--- config.mk ---
export PLATFORM = sky130hd
export DESIGN_NAME = diad_core
export DESIGN_NICKNAME = d
export VERILOG_FILES = /design/src/hdl/diad_pkg.sv /design/src/hdl/pipe_link_if.sv /design/src/hdl/fetch_stage.sv /design/src/hdl/decode_stage.sv /design/src/hdl/execute_stage.sv /design/src/hdl/memory_stage.sv /design/src/hdl/writeback_stage.sv /design/src/hdl/diad_core.sv
export SDC_FILE = /design/constraint.sdc
export NUM_CORES = 2
export LEC_CHECK = 0
export BUFFER_PORTS_ARGS = -buffer_cell sky130_fd_sc_hd__buf_2
export CAP_MARGIN = 20
export CORE_MARGIN = 5
export CORE_UTILIZATION = 29
export CTS_BUF_LIST = sky130_fd_sc_hd__clkbuf_4
export DETAILED_ROUTE_END_ITERATION = 8
export PLACE_DENSITY = 0.42
export SYNTH_ARGS = -nofsm -noshare
export SYNTH_HDL_FRONTEND = slang
export SYNTH_HIERARCHICAL = 1
export SYNTH_SLANG_ARGS = --single-unit
export TNS_END_PERCENT = 50
--- constraint.sdc ---
create_clock -name iw_clk -period 21.3 [get_ports iw_clk]
set_input_delay 4.26 -clock iw_clk [delete_from_list [all_inputs] [get_ports iw_clk]]
set_output_delay 4.26 -clock iw_clk [all_outputs]
set_load 0.03 [all_outputs]
--- src/hdl/diad_pkg.sv ---
package diad_pkg;

    localparam int DATA_W        = 16;
    localparam int REG_N         = 8;
    localparam int REG_W         = 3;
    localparam int IMEM_N        = 32;
    localparam int IADDR_W       = 5;
    localparam int DMEM_N        = 16;
    localparam int DADDR_W       = 4;
    localparam int IMM_W         = 6;
    localparam int TRACE_CREDITS = 4;
    localparam int CREDIT_W      = 3;  // Holds 0 to TRACE_CREDITS.
    localparam int PEND_W        = 2;  // Up to three writers in de, em and mw.

    typedef enum logic [3:0] {
        OP_HALT = 4'd0,
        OP_ADD  = 4'd1,
        OP_SUB  = 4'd2,
        OP_AND  = 4'd3,
        OP_OR   = 4'd4,
        OP_XOR  = 4'd5,
        OP_ADDI = 4'd6,
        OP_LD   = 4'd7,
        OP_ST   = 4'd8
    } opcode_t;

    typedef struct packed {
        opcode_t          opcode;
        logic [REG_W-1:0] rd;
        logic [REG_W-1:0] rs1;
        logic [REG_W-1:0] rs2;
        logic [2:0]       unused;
    } instr_r_t;

    typedef struct packed {
        opcode_t                 opcode;
        logic [REG_W-1:0]        rd;
        logic [REG_W-1:0]        rs1;
        logic signed [IMM_W-1:0] imm;
    } instr_i_t;

    typedef union packed {
        instr_r_t r;
        instr_i_t i;
    } instr_t;

    function automatic logic writes_rd(opcode_t op);
        return op inside {OP_ADD, OP_SUB, OP_AND, OP_OR, OP_XOR, OP_ADDI, OP_LD};
    endfunction

    function automatic logic reads_rs1(opcode_t op);
        return op inside {OP_ADD, OP_SUB, OP_AND, OP_OR, OP_XOR, OP_ADDI, OP_LD, OP_ST};
    endfunction

    function automatic logic reads_rs2(opcode_t op);
        return op inside {OP_ADD, OP_SUB, OP_AND, OP_OR, OP_XOR};
    endfunction

    function automatic logic uses_imm(opcode_t op);
        return op inside {OP_ADDI, OP_LD, OP_ST};
    endfunction

    function automatic logic [DATA_W-1:0] sext_imm(logic signed [IMM_W-1:0] imm);
        return {{(DATA_W-IMM_W){imm[IMM_W-1]}}, imm};
    endfunction

endpackage

--- src/hdl/pipe_link_if.sv ---
`timescale 1ns/1ns

interface pipe_link_if;
    import diad_pkg::*;

    logic               valid;
    logic [IADDR_W-1:0] pc;
    instr_t             instr;
    logic [DATA_W-1:0]  op_a;
    logic [DATA_W-1:0]  op_b;
    logic [DATA_W-1:0]  result;  // ALU value, data address or loaded word.

    modport producer (
        output valid, pc, instr, op_a, op_b, result
    );

    modport consumer (
        input valid, pc, instr, op_a, op_b, result
    );

endinterface

--- src/hdl/fetch_stage.sv ---
`timescale 1ns/1ns

module fetch_stage (
    input logic                          iw_clk,
    input logic                          iw_rst,
    input logic                          run,
    input logic                          load_en,
    input logic [diad_pkg::IADDR_W-1:0]  load_addr,
    input diad_pkg::instr_t              load_data,
    input logic                          freeze,
    input logic                          hold_fetch,
    pipe_link_if.producer                fd
);
    import diad_pkg::*;

    instr_t             imem [IMEM_N];
    logic [IADDR_W-1:0] pc;
    logic               stopped;
    logic               advance;

    assign advance = !freeze && !hold_fetch;

    always_ff @(posedge iw_clk) begin
        if (load_en) begin
            imem[load_addr] <= load_data;
        end
    end

    always_ff @(posedge iw_clk or posedge iw_rst) begin
        if (iw_rst) begin
            pc       <= '0;
            stopped  <= 1'b0;
            fd.valid <= 1'b0;
        end else if (advance) begin
            if (run && !stopped) begin
                fd.valid <= 1'b1;
                pc       <= pc + IADDR_W'(1);
                if (imem[pc].r.opcode == OP_HALT) begin
                    stopped <= 1'b1;  // Nothing past HALT is fetched.
                end
            end else begin
                fd.valid <= 1'b0;
            end
        end
    end

    always_ff @(posedge iw_clk) begin
        if (advance) begin
            fd.pc    <= pc;
            fd.instr <= imem[pc];
        end
    end

    // Operands are filled in by decode.
    assign fd.op_a   = '0;
    assign fd.op_b   = '0;
    assign fd.result = '0;

    a_no_load_while_run: assert property (
        @(posedge iw_clk) disable iff (iw_rst) !(load_en && run)
    ) else $error("fetch_stage: instruction memory loaded while running");

endmodule

--- src/hdl/decode_stage.sv ---
`timescale 1ns/1ns

module decode_stage (
    input logic                         iw_clk,
    input logic                         iw_rst,
    input logic                         freeze,
    pipe_link_if.consumer               fd,
    pipe_link_if.producer               de,
    input logic                         wb_we,
    input logic [diad_pkg::REG_W-1:0]   wb_rd,
    input logic [diad_pkg::DATA_W-1:0]  wb_data,
    output logic                        hold_fetch
);
    import diad_pkg::*;

    logic [DATA_W-1:0] regs [REG_N];
    logic [PEND_W-1:0] pend [REG_N];
    logic [REG_N-1:0]  pend_inc;
    logic [REG_N-1:0]  pend_dec;
    instr_t            ins;
    opcode_t           op;
    logic              hazard;
    logic              issue;

    assign ins = fd.instr;
    assign op  = ins.r.opcode;

    // ST reads rd as its store data.
    assign hazard = fd.valid && (
        (reads_rs1(op) && pend[ins.r.rs1] != '0) ||
        (reads_rs2(op) && pend[ins.r.rs2] != '0) ||
        (op == OP_ST && pend[ins.r.rd] != '0));

    assign hold_fetch = hazard;
    assign issue      = fd.valid && !hazard && !freeze;

    assign pend_inc = (issue && writes_rd(op)) ? (REG_N'(1) << ins.r.rd) : '0;
    assign pend_dec = wb_we ? (REG_N'(1) << wb_rd) : '0;

    always_ff @(posedge iw_clk or posedge iw_rst) begin
        if (iw_rst) begin
            for (int i = 0; i < REG_N; i++) begin
                regs[i] <= '0;
            end
        end else if (wb_we) begin
            regs[wb_rd] <= wb_data;
        end
    end

    always_ff @(posedge iw_clk or posedge iw_rst) begin
        if (iw_rst) begin
            for (int i = 0; i < REG_N; i++) begin
                pend[i] <= '0;
            end
        end else begin
            for (int i = 0; i < REG_N; i++) begin
                case ({pend_inc[i], pend_dec[i]})
                    2'b10:   pend[i] <= pend[i] + PEND_W'(1);
                    2'b01:   pend[i] <= pend[i] - PEND_W'(1);
                    default: pend[i] <= pend[i];  // Issue and retire cancel out.
                endcase
            end
        end
    end

    always_ff @(posedge iw_clk or posedge iw_rst) begin
        if (iw_rst) begin
            de.valid <= 1'b0;
        end else if (!freeze) begin
            de.valid <= fd.valid && !hazard;  // Bubble while stalled.
        end
    end

    always_ff @(posedge iw_clk) begin
        if (!freeze) begin
            de.pc     <= fd.pc;
            de.instr  <= ins;
            de.op_a   <= regs[ins.r.rs1];
            de.op_b   <= uses_imm(op) ? sext_imm(ins.i.imm) : regs[ins.r.rs2];
            de.result <= regs[ins.r.rd];  // Store data.
        end
    end

    a_pend_no_underflow: assert property (
        @(posedge iw_clk) disable iff (iw_rst) wb_we |-> pend[wb_rd] != '0
    ) else $error("decode_stage: register write with no pending writer");

endmodule

--- src/hdl/execute_stage.sv ---
`timescale 1ns/1ns

module execute_stage (
    input logic           iw_clk,
    input logic           iw_rst,
    input logic           freeze,
    pipe_link_if.consumer de,
    pipe_link_if.producer em
);
    import diad_pkg::*;

    opcode_t            op;
    logic [DATA_W-1:0]  sum;
    logic [DADDR_W-1:0] daddr;
    logic [DATA_W-1:0]  alu;

    assign op    = de.instr.r.opcode;
    assign sum   = de.op_a + de.op_b;
    assign daddr = sum[DADDR_W-1:0];

    always_comb begin
        case (op)
            OP_ADD, OP_ADDI: alu = sum;
            OP_SUB:          alu = de.op_a - de.op_b;
            OP_AND:          alu = de.op_a & de.op_b;
            OP_OR:           alu = de.op_a | de.op_b;
            OP_XOR:          alu = de.op_a ^ de.op_b;
            OP_LD, OP_ST:    alu = DATA_W'(daddr);
            default:         alu = '0;
        endcase
    end

    always_ff @(posedge iw_clk or posedge iw_rst) begin
        if (iw_rst) begin
            em.valid <= 1'b0;
        end else if (!freeze) begin
            em.valid <= de.valid;
        end
    end

    always_ff @(posedge iw_clk) begin
        if (!freeze) begin
            em.pc     <= de.pc;
            em.instr  <= de.instr;
            em.op_a   <= (op == OP_ST) ? de.result : de.op_a;  // Store data moves to op_a.
            em.op_b   <= de.op_b;
            em.result <= alu;
        end
    end

endmodule

--- src/hdl/memory_stage.sv ---
`timescale 1ns/1ns

module memory_stage (
    input logic           iw_clk,
    input logic           iw_rst,
    input logic           freeze,
    pipe_link_if.consumer em,
    pipe_link_if.producer mw
);
    import diad_pkg::*;

    logic [DATA_W-1:0]  dmem [DMEM_N];
    opcode_t            op;
    logic [DADDR_W-1:0] daddr;

    assign op    = em.instr.r.opcode;
    assign daddr = em.result[DADDR_W-1:0];

    always_ff @(posedge iw_clk or posedge iw_rst) begin
        if (iw_rst) begin
            for (int i = 0; i < DMEM_N; i++) begin
                dmem[i] <= '0;
            end
        end else if (!freeze && em.valid && op == OP_ST) begin
            dmem[daddr] <= em.op_a;
        end
    end

    always_ff @(posedge iw_clk or posedge iw_rst) begin
        if (iw_rst) begin
            mw.valid <= 1'b0;
        end else if (!freeze) begin
            mw.valid <= em.valid;
        end
    end

    always_ff @(posedge iw_clk) begin
        if (!freeze) begin
            mw.pc     <= em.pc;
            mw.instr  <= em.instr;
            mw.op_a   <= em.op_a;
            mw.op_b   <= em.op_b;
            mw.result <= (op == OP_LD) ? dmem[daddr] :
                         (op == OP_ST) ? em.op_a : em.result;
        end
    end

endmodule

--- src/hdl/writeback_stage.sv ---
`timescale 1ns/1ns

module writeback_stage (
    input logic                          iw_clk,
    input logic                          iw_rst,
    pipe_link_if.consumer                mw,
    input logic                          trace_credit,
    output logic                         wb_we,
    output logic [diad_pkg::REG_W-1:0]   wb_rd,
    output logic [diad_pkg::DATA_W-1:0]  wb_data,
    output logic                         freeze,
    output logic                         trace_valid,
    output logic [diad_pkg::IADDR_W-1:0] trace_pc,
    output diad_pkg::opcode_t            trace_op,
    output logic [diad_pkg::REG_W-1:0]   trace_rd,
    output logic [diad_pkg::DATA_W-1:0]  trace_data,
    output logic                         halted
);
    import diad_pkg::*;

    logic [CREDIT_W-1:0] credits;
    opcode_t             op;
    logic                send;

    assign op      = mw.instr.r.opcode;
    assign send    = mw.valid && credits != '0;
    assign freeze  = mw.valid && credits == '0;  // Hold the slot until a credit returns.
    assign wb_we   = send && writes_rd(op);
    assign wb_rd   = mw.instr.r.rd;
    assign wb_data = mw.result;

    always_ff @(posedge iw_clk or posedge iw_rst) begin
        if (iw_rst) begin
            credits     <= CREDIT_W'(TRACE_CREDITS);
            trace_valid <= 1'b0;
            halted      <= 1'b0;
        end else begin
            credits     <= credits - CREDIT_W'(send) + CREDIT_W'(trace_credit);
            trace_valid <= send;
            if (trace_valid && trace_op == OP_HALT) begin
                halted <= 1'b1;
            end
        end
    end

    always_ff @(posedge iw_clk) begin
        if (send) begin
            trace_pc   <= mw.pc;
            trace_op   <= op;
            trace_rd   <= mw.instr.r.rd;
            trace_data <= (writes_rd(op) || op == OP_ST) ? mw.result : '0;
        end
    end

    a_credit_bound: assert property (
        @(posedge iw_clk) disable iff (iw_rst) credits <= CREDIT_W'(TRACE_CREDITS)
    ) else $error("writeback_stage: more credits returned than sent");

endmodule

--- src/hdl/diad_core.sv ---
`timescale 1ns/1ns

module diad_core (
    input logic                          iw_clk,
    input logic                          iw_rst,
    input logic                          run,
    input logic                          load_en,
    input logic [diad_pkg::IADDR_W-1:0]  load_addr,
    input diad_pkg::instr_t              load_data,
    input logic                          trace_credit,
    output logic                         trace_valid,
    output logic [diad_pkg::IADDR_W-1:0] trace_pc,
    output diad_pkg::opcode_t            trace_op,
    output logic [diad_pkg::REG_W-1:0]   trace_rd,
    output logic [diad_pkg::DATA_W-1:0]  trace_data,
    output logic                         halted
);
    import diad_pkg::*;

    logic              freeze;
    logic              hold_fetch;
    logic              wb_we;
    logic [REG_W-1:0]  wb_rd;
    logic [DATA_W-1:0] wb_data;

    pipe_link_if fd ();
    pipe_link_if de ();
    pipe_link_if em ();
    pipe_link_if mw ();

    fetch_stage u_fetch (
        .iw_clk     (iw_clk),
        .iw_rst     (iw_rst),
        .run        (run),
        .load_en    (load_en),
        .load_addr  (load_addr),
        .load_data  (load_data),
        .freeze     (freeze),
        .hold_fetch (hold_fetch),
        .fd         (fd.producer)
    );

    decode_stage u_decode (
        .iw_clk     (iw_clk),
        .iw_rst     (iw_rst),
        .freeze     (freeze),
        .fd         (fd.consumer),
        .de         (de.producer),
        .wb_we      (wb_we),
        .wb_rd      (wb_rd),
        .wb_data    (wb_data),
        .hold_fetch (hold_fetch)
    );

    execute_stage u_execute (
        .iw_clk (iw_clk),
        .iw_rst (iw_rst),
        .freeze (freeze),
        .de     (de.consumer),
        .em     (em.producer)
    );

    memory_stage u_memory (
        .iw_clk (iw_clk),
        .iw_rst (iw_rst),
        .freeze (freeze),
        .em     (em.consumer),
        .mw     (mw.producer)
    );

    writeback_stage u_writeback (
        .iw_clk       (iw_clk),
        .iw_rst       (iw_rst),
        .mw           (mw.consumer),
        .trace_credit (trace_credit),
        .wb_we        (wb_we),
        .wb_rd        (wb_rd),
        .wb_data      (wb_data),
        .freeze       (freeze),
        .trace_valid  (trace_valid),
        .trace_pc     (trace_pc),
        .trace_op     (trace_op),
        .trace_rd     (trace_rd),
        .trace_data   (trace_data),
        .halted       (halted)
    );

endmodule

==> qor.yml <==
cells_and_area:
  drive_above_1_share: 0.385
  largest_register_ffs: 512
  area_growth_syn_to_layout_pct: 13.5
  register_with_the_most_flip_flops: "u_fetch/imem"
  post-route-cell-area_sq_um: 56600
  final_nets: 3384
  seq_area_sq_um: 31200
  reg.largest.list: "u_fetch/imem (512), u_memory/dmem (256), u_decode/regs (128)"
  area_of_the_multi_input_gates_sq_um: 17500
  filler_cell_count: 16700
pwr:
  swShare: 0.229
  p_comb_frac: 0.026
  pwr-share-clk: 0.448
  design_power_total_mw: 4.42
  cell_internal_power_dissipation_mw: 3.41
  total_leakage_power_nw: 22.0
  power_per_cell_area_nw_per_um2: 78.1
  peakVddDrop_uv: 62.2
  power.switching_mw: 1.01
  power.share.sequential: 0.527
detailed_routing:
  first_iter_violations: 1945
  ant_nets: 0
  drc: 0
  routed_wl_um: 149000
  post_drt_wl_per_cell_um: 25.5
  detail_route.first_pass.iterations: 5
  dr_total_vias: 28800
  avgViaCountPerCell: 4.93
setup_path:
  worst_path_largest_cell_delay_ns: 0.39
  critical_path_cell_by_cell: "buf_2"
  critical_path_class: "register to output pin"
  timing.critical_path.required_ns: 17.04
  worstPathBufferInverterCount: 1
  setup.worst_path.start_class: "register"
  cpMaxStageDelayCell: "sky130_fd_sc_hd__edfxtp_1"
  critical_path.max_fanout: 2
  setup.worst_path.end_class: "output pin"
  critical_path.top_delay_family: "flip-flops"
  worst_ep_arrival_time_ns: 1.74
global_route:
  antenna_found_initial: 12
  globalRoute.totalOverflow: 0
  grt_pass1_vias: 31500
  first_pass_grt_wire_length_um: 218000
  pin_count_of_the_biggest_net_entering_global_routing: 108
  grt_util_all_layers: 0.165
synth:
  syn-instance-count: 3056
  mappedNetlistNets: 3144
  yosysWarningCount: 6
  synthesis.area_sq_um: 49900
  synth.avg_cell_area_sq_um: 16.3
placement:
  placement.io_buffers: 55
  gp_congestion: 0.827
  detailedPlace.worstSlack_ns: 14.70
  place.detailed.hpwl_um: 92800
  dpl_cell_area_sq_um: 52500
cts:
  cts_tree: "yes"
  cts-htree-levels: 5
  cts_made_buffers: 334
  ctsLongestPathBuffers: 4
  cts_num_sinks: 1108
  post-cts-setup-buffer-count: 0
  post_cts_resize_count: 0
  worstSkewPairLatency_ns: 1.21
  hold_buffers: 0
  cts.root.buffer_cell: "sky130_fd_sc_hd__clkbuf_4"
  cts.reportedPaths.clkPinSlew_ns: 0.06
timing:
  timing.clock.skew_ns: 0.108
  maxSlewHeadroom: 0.258
  hold_violations: 0
  final-setup-viol-count: 0
  timing_worst_slew_pin_value_ns: 1.11
  final_period_minus_worst_setup_slack_ns: 6.00
  max_clk_rate_mhz: 167
  fin_crit_sh: 0.282
  totalNegativeSetupSlack_ns: 0
  rsz_0062_raised_after_global_routing: "no"
  final.setup.worst_slack_ns: 15.30
  final.hold.worst_slack_ns: 0.416
  slew_limit_fails: 0
floorplan:
  die_area_sq_um: 180000
  ioPinCount: 56
  initial_core_util: 0.291
  die_height_um: 425
  placeableCoreArea_sq_um: 171000
  rows: 152
  chipWidth_um: 425
run_status:
  status: "finished clean"
run:
  cap_violations: 0
min_path:
  min_path_type: "register to register"
==> power by group through the flow <==
stage          registers [mW]  logic [mW]  clock network, mW
2_1_floorplan            2.36      0.0663                  0
3_3_place_gp             2.37       0.112                  0
3_5_place_dp             2.37       0.116                  0
4_1_cts                  2.33       0.117               2.08
5_1_grt                  2.33       0.125               2.21
6_report                 2.33       0.113               1.98
==> layout by cell type (no fill, tap or decap), types with 20 or more instances in the layout <==
master	n
sky130_fd_sc_hd__edfxtp_1	693
sky130_fd_sc_hd__clkbuf_4	480
sky130_fd_sc_hd__dfrtp_1	410
sky130_fd_sc_hd__mux2_2	352
sky130_fd_sc_hd__mux4_2	286
sky130_fd_sc_hd__nand2_1	280
sky130_fd_sc_hd__mux2i_1	86
sky130_fd_sc_hd__o21ai_0	71
sky130_fd_sc_hd__clkinv_1	68
sky130_fd_sc_hd__ha_1	59
sky130_fd_sc_hd__inv_1	58
sky130_fd_sc_hd__nor2_1	57
sky130_fd_sc_hd__buf_2	55
sky130_fd_sc_hd__buf_4	46
sky130_fd_sc_hd__nor2_2	38
sky130_fd_sc_hd__a22oi_1	35
sky130_fd_sc_hd__a21oi_1	34
sky130_fd_sc_hd__nand2b_1	26
sky130_fd_sc_hd__xnor2_1	23
sky130_fd_sc_hd__a211oi_1	23
sky130_fd_sc_hd__o22ai_1	20
==> routing by layer <==
metal / global-route usage / routed length, um / up-vias
li1: - / - / 12500
met1: 0.196 / 59400 / 15100
met2: 0.289 / 77000 / 862
met3: 0.0326 / 6450 / 316
met4: 0.0753 / 6200 / 2
met5: 0 / 7 / -
==> through the flow <==
step | utilization | instances
global route | 0.330 | 5850
detailed placement | 0.306 | 5267
CTS | 0.330 | 5837
floorplan | - | 3056
finish | 0.330 | 5851
global placement | 0.306 | 5267
==> final timing paths <==
path	start	endpoint	slack, ns	cells after the start
setup / recovery	u_writeback/trace_op[0]	trace_op[0]	15.30	1
hold / removal	u_decode/de.pc[0]	u_execute/em.pc[0]	0.42	0
setup reg to reg	u_execute/em.result[0]	u_memory/dmem[174]	17.37	4
hold reg to reg	u_decode/de.pc[0]	u_execute/em.pc[0]	0.42	0
max in group asynchronous	iw_rst	u_memory/dmem[110]	16.45	3
min in group asynchronous	iw_rst	u_execute/em.valid	3.11	2
==> area by class of cell <==
cell class,instances,area share
antenna,11,0.000486
clock buffer,480,0.0637
clock inverter,90,0.00769
inverter,68,0.00473
multi-input combinational,1679,0.309
sequential,1108,0.551
tap,2310,0.0511
timing repair buffer,105,0.0124
No activity file was read; power rests on OpenSTA's default activity.
